[config.mk]
export PLATFORM = sky130hd
export DESIGN_NAME = mips_decoder
export DESIGN_NICKNAME = d
export VERILOG_FILES = /design/src/hw/mips_decoder_pkg.sv /design/src/hw/mips_decoder.sv /design/src/hw/branch_resolve.sv /design/src/hw/alu_op_select.sv /design/src/hw/instr_class_decode.sv
export VERILOG_INCLUDE_DIRS = /design/src /design/src/hw
export SDC_FILE = /design/constraint.sdc
export NUM_CORES = 1
export LEC_CHECK = 0
export BUFFER_PORTS_ARGS = -buffer_cell sky130_fd_sc_hd__buf_2
export CAP_MARGIN = 20
export CELL_PAD_IN_SITES_DETAIL_PLACEMENT = 1
export CELL_PAD_IN_SITES_GLOBAL_PLACEMENT = 2
export CORE_AREA = 3 3 53 55
export CTS_CLUSTER_SIZE = 25
export DETAILED_ROUTE_END_ITERATION = 10
export DIE_AREA = 0 0 56 58
export PLACE_DENSITY = 0.78
export SETUP_SLACK_MARGIN = 0.3
export SYNTH_ARGS = -nofsm -noshare
export SYNTH_HDL_FRONTEND = slang
export SYNTH_SLANG_ARGS = --single-unit
[constraint.sdc]
create_clock -name clk -period 1.5 [get_ports clk]
set_input_delay 0.3 -clock clk [delete_from_list [all_inputs] [get_ports clk]]
set_output_delay 0.3 -clock clk [all_outputs]
set_load 0.005 [all_outputs]
[src/hw/mips_decoder_consts.svh]
// Field widths and fixed bit positions of the MIPS opcode and function fields.
// Positions assume the classic 6-bit opcode and funct layout.
`ifndef MIPS_DECODER_CONSTS_SVH
`define MIPS_DECODER_CONSTS_SVH

// Field widths
`define MIPS_OPCODE_W 6
`define MIPS_FUNCT_W 6
`define MIPS_ALU_OP_W 4

// Low opcode bits that pick the immediate operation
`define MIPS_OP_LOW_W 3

// Opcode tree bits, tested in this order
`define MIPS_OP_MEM_BIT 5
`define MIPS_OP_STORE_BIT 3
`define MIPS_OP_IMM_BIT 3
`define MIPS_OP_BRANCH_BIT 2
`define MIPS_OP_LINK_BIT 0

// Funct bit that splits ALU ops from shifts
`define MIPS_FUNCT_ALU_BIT 5

`endif
[src/hw/mips_decoder_pkg.sv]
// Types shared by the decoder RTL and its testbench.
// alu_op_e must track the ALU's own operation encoding.
package mips_decoder_pkg;

`include "mips_decoder_consts.svh"

	// --------------------------------------------------
	// ALU operation, same numbering as the ALU
	// --------------------------------------------------
	typedef enum logic [`MIPS_ALU_OP_W-1:0] {
		ALU_ADD  = 4'd0,
		ALU_SUB  = 4'd1,
		ALU_AND  = 4'd2,
		ALU_OR   = 4'd3,
		ALU_XOR  = 4'd4,
		ALU_LSH  = 4'd5,
		ALU_RSH  = 4'd6,
		ALU_NOR  = 4'd8,
		ALU_COMP = 4'd11
	} alu_op_e;

	// Instruction class from the opcode tree
	typedef enum logic [2:0] {
		CLS_LOAD,
		CLS_STORE,
		CLS_IMM,
		CLS_BRANCH,
		CLS_SHIFT,
		CLS_RTYPE,
		CLS_JAL,
		CLS_JUMP
	} instr_class_e;

	// Branch kind, taken straight from opcode[1:0]
	typedef enum logic [1:0] {
		BR_EQ  = 2'd0,
		BR_NE  = 2'd1,
		BR_LEZ = 2'd2,
		BR_GTZ = 2'd3
	} branch_kind_e;

	// Compare results from the datapath
	typedef struct packed {
		logic equal;      // rs == rt
		logic rs_greater; // SLTI and SLTIU
		logic rs_less;    // BLEZ and BGTZ
	} cmp_flags_t;

	// --------------------------------------------------
	// Control word, MSB first as the old ctrol vector
	// --------------------------------------------------
	typedef struct packed {
		logic pc_redirect;  // Take new PC
		logic pc_absolute;  // Jump target, not PC relative
		logic r_format;     // R-type instruction
		logic alu_src_reg;  // Second operand from rt
		logic dest_rt;      // Write rt, not rd
		logic wb_from_alu;  // Writeback from ALU, not memory
		logic reg_write;    // Register file write enable
		logic mem_write;    // Data memory write enable
	} ctrl_word_t;

	// Full registered decode result
	typedef struct packed {
		ctrl_word_t ctrl;
		alu_op_e    alu_op;
		logic       slt_select; // Writeback takes slt_bit path
		logic       slt_bit;    // Set-less-than result
	} decode_out_t;

endpackage

[src/hw/mips_decoder.sv]
// Registered MIPS decoder. One instruction per clock, one cycle latency.
// JAL does not write GPR 31 here.
`timescale 1ns/1ps

`include "mips_decoder_consts.svh"

module mips_decoder import mips_decoder_pkg::*; (
	input  logic                      clk,
	input  logic                      reset,
	input  logic [`MIPS_OPCODE_W-1:0] opcode,
	input  logic [`MIPS_FUNCT_W-1:0]  funct,
	input  cmp_flags_t                flags,
	output decode_out_t               dec
);

	instr_class_e              cls_raw;
	instr_class_e              cls;
	logic [`MIPS_OP_LOW_W-1:0] op_low;
	branch_kind_e              kind;
	alu_op_e                   alu_op;
	logic                      pc_redirect;
	logic                      pc_absolute;
	decode_out_t               dec_next;

	assign op_low = opcode[`MIPS_OP_LOW_W-1:0];
	assign kind   = branch_kind_e'(opcode[1:0]);

	// --------------------------------------------------
	// Sub decoders
	// --------------------------------------------------
	instr_class_decode u_class (
		.opcode (opcode),
		.cls    (cls_raw)
	);

	alu_op_select u_alu_op (
		.cls    (cls_raw),
		.op_low (op_low),
		.funct  (funct),
		.alu_op (alu_op)
	);

	branch_resolve u_branch (
		.cls         (cls_raw),
		.kind        (kind),
		.flags       (flags),
		.pc_redirect (pc_redirect),
		.pc_absolute (pc_absolute)
	);

	// Shifts split off SPECIAL by funct[5]
	assign cls = (cls_raw == CLS_RTYPE && !funct[`MIPS_FUNCT_ALU_BIT]) ? CLS_SHIFT : cls_raw;

	// --------------------------------------------------
	// Control word per class
	// --------------------------------------------------
	always_comb begin
		dec_next = '0;
		dec_next.alu_op = alu_op;
		dec_next.ctrl.pc_redirect = pc_redirect;
		dec_next.ctrl.pc_absolute = pc_absolute;
		case (cls)
			CLS_STORE: begin
				dec_next.ctrl.mem_write = 1'b1;
			end
			CLS_LOAD: begin
				// Writeback from memory into rt
				dec_next.ctrl.dest_rt   = 1'b1;
				dec_next.ctrl.reg_write = 1'b1;
			end
			CLS_IMM: begin
				dec_next.ctrl.dest_rt     = 1'b1;
				dec_next.ctrl.wb_from_alu = 1'b1;
				dec_next.ctrl.reg_write   = 1'b1;
				dec_next.slt_select       = 1'b1;
				// Only SLTI and SLTIU carry a compare result
				dec_next.slt_bit = (op_low[2:1] == 2'b01) && flags.rs_greater;
			end
			CLS_BRANCH: begin
				// rt feeds the compare, nothing is written
				dec_next.ctrl.alu_src_reg = 1'b1;
				dec_next.ctrl.dest_rt     = 1'b1;
				dec_next.ctrl.wb_from_alu = 1'b1;
			end
			CLS_SHIFT, CLS_RTYPE: begin
				dec_next.ctrl.r_format    = 1'b1;
				dec_next.ctrl.alu_src_reg = 1'b1;
				dec_next.ctrl.wb_from_alu = 1'b1;
				dec_next.ctrl.reg_write   = 1'b1;
				// Shifts leave the slt path off
				dec_next.slt_select = (cls == CLS_RTYPE);
			end
			default: begin
				// J and JAL, redirect fields only
			end
		endcase
	end

	// --------------------------------------------------
	// Output register
	// --------------------------------------------------
	always_ff @(posedge clk) begin
		if (reset) begin
			dec <= '0;
		end else begin
			dec <= dec_next;
		end
	end

endmodule

[src/hw/branch_resolve.sv]
// PC redirect decision for branches and jumps.
// Flags must be valid in the same cycle as the opcode.
`timescale 1ns/1ps

module branch_resolve import mips_decoder_pkg::*; (
	input  instr_class_e cls,
	input  branch_kind_e kind,
	input  cmp_flags_t   flags,
	output logic         pc_redirect,
	output logic         pc_absolute
);

	// --------------------------------------------------
	// Branch condition per kind
	// --------------------------------------------------
	logic taken;

	always_comb begin
		case (kind)
			BR_EQ:   taken = flags.equal;
			BR_NE:   taken = !flags.equal;
			// rs <= 0
			BR_LEZ:  taken = flags.equal || flags.rs_less;
			// rs > 0
			default: taken = !flags.equal && !flags.rs_less;
		endcase
	end

	// Jumps always redirect, absolute target
	always_comb begin
		case (cls)
			CLS_BRANCH: begin
				pc_redirect = taken;
				pc_absolute = 1'b0;
			end
			CLS_JAL, CLS_JUMP: begin
				pc_redirect = 1'b1;
				pc_absolute = 1'b1;
			end
			default: begin
				pc_redirect = 1'b0;
				pc_absolute = 1'b0;
			end
		endcase
	end

endmodule

[src/hw/alu_op_select.sv]
// ALU operation select. SLTI/SLTIU keep ALU_ADD since the compare result
// comes from the datapath flags, not the ALU.
`timescale 1ns/1ps

`include "mips_decoder_consts.svh"

module alu_op_select import mips_decoder_pkg::*; (
	input  instr_class_e              cls,
	input  logic [`MIPS_OP_LOW_W-1:0] op_low,
	input  logic [`MIPS_FUNCT_W-1:0]  funct,
	output alu_op_e                   alu_op
);

	// Immediate group by opcode[2:0]
	function automatic alu_op_e imm_op(input logic [`MIPS_OP_LOW_W-1:0] sel);
		case (sel)
			3'd4:    imm_op = ALU_AND;
			3'd5:    imm_op = ALU_OR;
			3'd6:    imm_op = ALU_XOR;
			// ADDI, ADDIU, SLTI, SLTIU, LUI
			default: imm_op = ALU_ADD;
		endcase
	endfunction

	// R-type ALU group by funct[2:0]
	function automatic alu_op_e rtype_op(input logic [2:0] sel);
		case (sel)
			3'd0, 3'd1: rtype_op = ALU_ADD;
			// funct 2 taken as SUB, as the original decode does
			3'd2, 3'd3: rtype_op = ALU_SUB;
			3'd4:       rtype_op = ALU_AND;
			3'd5:       rtype_op = ALU_OR;
			3'd6:       rtype_op = ALU_XOR;
			default:    rtype_op = ALU_NOR;
		endcase
	endfunction

	// Shifts by funct[1:0]
	function automatic alu_op_e shift_op(input logic [1:0] sel);
		case (sel)
			2'd0:    shift_op = ALU_LSH;
			2'd2:    shift_op = ALU_RSH;
			// SRA and the rest fall back to add
			default: shift_op = ALU_ADD;
		endcase
	endfunction

	// --------------------------------------------------
	// Class mux
	// --------------------------------------------------
	always_comb begin
		case (cls)
			CLS_IMM: begin
				alu_op = imm_op(op_low);
			end
			CLS_BRANCH: begin
				// Compare drives the flags
				alu_op = ALU_COMP;
			end
			CLS_RTYPE, CLS_SHIFT: begin
				if (funct[`MIPS_FUNCT_ALU_BIT]) begin
					alu_op = rtype_op(funct[2:0]);
				end else begin
					alu_op = shift_op(funct[1:0]);
				end
			end
			default: begin
				// Load and store address add, jumps
				alu_op = ALU_ADD;
			end
		endcase
	end

endmodule

[src/hw/instr_class_decode.sv]
// Opcode-only class decode. Special opcode always reports CLS_RTYPE;
// the caller splits shifts off using funct.
`timescale 1ns/1ps

`include "mips_decoder_consts.svh"

module instr_class_decode import mips_decoder_pkg::*; (
	input  logic [`MIPS_OPCODE_W-1:0] opcode,
	output instr_class_e              cls
);

	// --------------------------------------------------
	// Opcode tree, first match wins
	// --------------------------------------------------
	always_comb begin
		if (opcode[`MIPS_OP_MEM_BIT]) begin
			// Memory access, bit 3 marks the store
			if (opcode[`MIPS_OP_STORE_BIT]) begin
				cls = CLS_STORE;
			end else begin
				cls = CLS_LOAD;
			end
		end else if (opcode[`MIPS_OP_IMM_BIT]) begin
			// ADDI through LUI, SLTI and SLTIU included
			cls = CLS_IMM;
		end else if (opcode[`MIPS_OP_BRANCH_BIT]) begin
			// BEQ, BNE, BLEZ, BGTZ
			cls = CLS_BRANCH;
		end else if (opcode[1:0] == 2'b00) begin
			// SPECIAL opcode
			cls = CLS_RTYPE;
		end else if (opcode[`MIPS_OP_LINK_BIT]) begin
			cls = CLS_JAL;
		end else begin
			cls = CLS_JUMP;
		end
	end

endmodule

# Word-level counts from Yosys, hierarchy flattened
# Cells that the tools add are included.
op_classes:
  reduce_logical: 21
  bitwise_logic: 1
  eq_ne: 24
  mux: 22
op_table:
  columns: ["op", "n"]
  rows:
  - ["equality test 3 bit, second input constant", 12]
  - ["case mux 4 bit (5 select lines)", 1]
  - ["equality test 3 x 2 -> 1 bit, second input constant", 6]
  - ["2-to-1 mux 3 bit", 5]
  - ["case mux 4 bit (3 select lines)", 1]
  - ["OR reduction 2 bit", 6]
  - ["2-to-1 mux 1 bit", 9]
  - ["case mux 3 bit (3 select lines)", 1]
  - ["OR reduction 4 bit", 2]
  - ["equality test 3 x 1 -> 1 bit, second input constant", 2]
  - ["logical NOT 3 bit", 2]
  - ["case mux 3 bit (2 select lines)", 1]
  - ["OR reduction 3 bit", 2]
  - ["equality test 2 x 1 -> 1 bit, second input constant", 2]
  - ["equality test 2 bit, second input constant", 2]
  - ["logical NOT 2 bit", 2]
  - ["2-to-1 mux 4 bit", 1]
  - ["case mux 1 bit (2 select lines)", 2]
  - ["logical AND 1 bit", 3]
  - ["logical NOT 1 bit", 3]
  - ["case mux 1 bit (3 select lines)", 1]
  - ["logical OR 1 bit", 1]
  - ["NOT 1 bit", 1]
word_totals:
  in_bits: 17
  ff_bits: 14
  elab_cells: 79
  out_inout_bits: 14

# Longest topological paths before layout
logic_depth:
  depth_word: 11
  mapped_depth: 4
  mapped_depth_nobuf: 3

# Hierarchy
# Synthesis repeated with hierarchy kept, for this count alone.
hier_totals:
  hier_cells: 72
  area_unflattened_um2: 675.6
by_module_without_submodules:
  columns: ["module", "cells_each", "seq_area_each_um2", "instances", "area_per_inst_um2"]
  rows:
  - ["mips_decoder", 38, 280.3, 1, 441.7]
  - ["alu_op_select", 22, 0.0, 1, 153.9]
  - ["branch_resolve", 5, 0.0, 1, 40.0]
  - ["instr_class_decode", 7, 0.0, 1, 40.0]

# Worst setup path after synthesis
# Ideal clock, no wire load.
synth_path:
  kind: "input -> register"
  startpoint: "input port opcode[2]"
  endpoint: "register dec[4] in the netlist's numbering"
  path_buffers: 1
  required_time_ns: 1.430
  stages: 4
  setup_slack_ns: 0.356
  arrival_ns: 1.074
  setup_time_ns: 0.070
  path_cell_list: "buf_6 > inv_4 > or4_1 > a21oi_1"
synth_via:
  elab_chain_len: 6
  word_cells_on_any_way: 13
  cone_classes: "eq/ne: 7; mux: 5; reduce/logical: 1"
synth_rtl:
  columns: ["element", "line_no", "source"]
  rows:
  - ["start: declaration", "mips_decoder.sv:10", "input logic [`MIPS_OPCODE_W-1:0] opcode,"]
  - ["2-to-1 mux 3 bit", "instr_class_decode.sv:26", "end else if (opcode[`MIPS_OP_BRANCH_BIT]) begin"]
  - ["2-to-1 mux 3 bit", "instr_class_decode.sv:23", "end else if (opcode[`MIPS_OP_IMM_BIT]) begin"]
  - ["2-to-1 mux 3 bit", "instr_class_decode.sv:16", "if (opcode[`MIPS_OP_MEM_BIT]) begin"]
  - ["equality test 3 bit", "alu_op_select.sv:52", "case (cls)"]
  - ["OR reduction 2 bit", "alu_op_select.sv:52", null]
  - ["case mux 4 bit (3 select lines) *", "alu_op_select.sv:52", null]
  - ["end signal: assignment", "mips_decoder.sv:106", "dec <= dec_next;"]
  - ["end: declaration", "mips_decoder.sv:13", "output decode_out_t dec"]
# Every way passes the cells marked *; elsewhere a longest branch is shown, timed or not.
# A chain may end at the register's enable or synchronous reset.

# Final worst setup path
# Ends and elaborated chain as after synthesis.

==> impl_metrics.ini <==
[route]
wirelength_mm = 1.39
postRouteAntennaNets = 0
avgRoutedWirePerCell_um = 11.3
post-route-drc-count = 0
num_vias = 570
first_iter_violations = 15
vias_per_cell = 4.63
firstDrtPassIters = 3

[clock_network]
hold_buffers = 0
clk_pin_slew_worst_paths_ns = 0.08
clock_sinks = 14
clk_path_buf_depth = 2
cts_tree = yes
htree_levels = 1
cts_root_buffer = clkbuf_4
cts-buffers-inserted = 3
cts_setup_buffers = 0
postCtsResizedCells = 0

[floorplan]
core_um2 = 2430
ioPinCount = 31
row_count = 18
die-area_um2 = 3250
initial_utilization_pct = 24.4
die_y_um = 58
die_x_um = 56

[synthesis]
yosysWarnings = 0
ys_ff_latch = 14
synth.distinct_cells = 30
netlist_instances = 66
synth_area_um2 = 594
ys_seq_area_share_pct = 47.2
synth_fp_nets = 83
synth_top_cell_by_area = dfxtp_1
synth_top_area_share_pct = 47.2
synth.area.top_cells = dfxtp_1, nor3_1, nor2_1
avgSynthCellArea_um2 = 9.00

[cells_and_area]
syn_to_final_growth_pct = 31.2
diodes = 0
fin_nets = 111
reg.largest.list = dec (14)
drive_above_1_share_pct = 36.6
largest_register = dec
largest_register_ffs = 14

[setup_path]
worstSetupStartpointType = input pin
cp.required_ns = 1.71
crit_buf_inv = 2
cp_cell_sequence = buf_2 > inv_4 > or4_1 > a21oi_1
slowest_stage = or4_1
arrival_ns = 1.24
endpoint_kind = register
critical_path.top_delay_family = simple AND/OR/NAND/NOR gates
crit_type = in2reg
crit_fanout = 9
cpPeakStageDelay_ns = 0.51

[place]
port_buffers = 27
place_hpwl_mm = 1.11
place.gp.congestion = 0.751

[sta]
period_needed_ns = 1.02
rsz0062_at_grt = false
fin_setup_tns_ns = 0
relSlewSlack_pct = 73.1
slew_viol_final = 0
min_period_over_period_pct = 68.2
finalHoldViolations = 0
worst_slew_pin_slew_ns = 0.402
fmax_ghz = 0.977
setup_viol = 0

[pwr]
p_per_area_nw_per_um2 = 969
power.total_w = 0.000756
leakage_nw = 0.361
peakVddDrop_v = 0.000323

[grt]
grt_overflow_total = 0
grt_max_degree = 11
antenna_found_initial = 0
first_global_vias = 550
grt_usage_pct = 8.96
grt_pass1_wl_mm = 2.28

[outcome]
outcome = complete, no violations

[worst_hold_path]
hold_path_class = in2reg

[flow_run]
maxCapViolations = 0
metrics by stage:
stage                     cell area, µm²  hold WS, ns  worst slack (ns)  utilization [%]  instances
after CTS                            779        0.249             0.474             32.0        123
final                                779        0.249             0.476             32.0        123
after floorplan                      594        0.432             0.356                -         66
after global routing                 779        0.246             0.395             32.0        123
after global placement               743        0.556             0.198             30.6        119
after detailed placement             743        0.548             0.184             30.6        119
routing by layer:
layer / part of all wire [%] / vias up / global-route usage [%]
met2: 48 / 16 / 14.7
li1: - / 289 / -
met3: 6.2 / 4 / 1.56
met5: 0 / - / 0
met1: 43 / 261 / 10.7
met4: 2.7 / 0 / 6.10
area by class of cell:
class / count / area, µm²
multi-input combinational: 45 / 277
timing repair buffer: 27 / 135
fill: 307 / 1650
tap: 30 / 37.5
clock buffer: 4 / 36.3
inverter: 3 / 13.8
sequential: 14 / 280
cells by family after synthesis:
kind of cell	after synthesis	synth area share, %
and+or+nand+nor	29	27.4
AOI/OAI and AO/OA	16	19.2
DFF	14	47.2
buffers and inverters	7	6.32
worst paths after layout:
check	from	end	slack, ns	cells past startpoint
max	opcode[2]	dec[4]	0.48	4
min	flags[1]	dec[0]	0.25	3
where the power goes:
part / switching [W] / internal (W) / total [W] / leakage, nW
sequential: 0.00000244 / 0.000385 / 0.000387 / 0.115
combinational: 0.0000565 / 0.0000421 / 0.0000987 / 0.226
clock: 0.000122 / 0.000148 / 0.000270 / 0.0210
synthesized netlist by cell type:
cell	n
dfxtp_1	14
nor2_1	6
nand2_1	5
nor3_1	5
a21oi_1	4
nand2b_1	3
o31ai_1	3
clkbuf_1	2
inv_1	2
o21a_1	2
a2111o_1	1
a21bo_2	1
a31oi_1	1
and3_1	1
and3b_1	1
buf_2	1
buf_6	1
inv_4	1
nand3b_1	1
nand4_1	1
nand4b_1	1
nor3_2	1
nor3b_1	1
nor4_1	1
nor4b_1	1
o211ai_1	1
o21ai_0	1
o21bai_1	1
o2bb2ai_1	1
or4_1	1
cells in the final DEF, fill, tap and decap left out:
cell       synthesis  routed
buf_2              1      27
dfxtp_1           14      14
nor2_1             6       6
nor3_1             5       5
nand2_1            5       5
a21oi_1            4       4
nand2b_1           3       3
o31ai_1            3       3
clkbuf_4           0       3
o21a_1             2       2
inv_1              2       2
nor3_2             1       1
nand4_1            1       1
inv_4              1       1
o21ai_0            1       1
a31oi_1            1       1
nor4_1             1       1
nor4b_1            1       1
a21bo_2            1       1
nand4b_1           1       1
or4_1              1       1
and3b_1            1       1
nor3b_1            1       1
o211ai_1           1       1
nand3b_1           1       1
and3_1             1       1
o21bai_1           1       1
o2bb2ai_1          1       1
a2111o_1           1       1
clkbuf_8           0       1
Note: power is estimated with default switching activity, not from simulation.
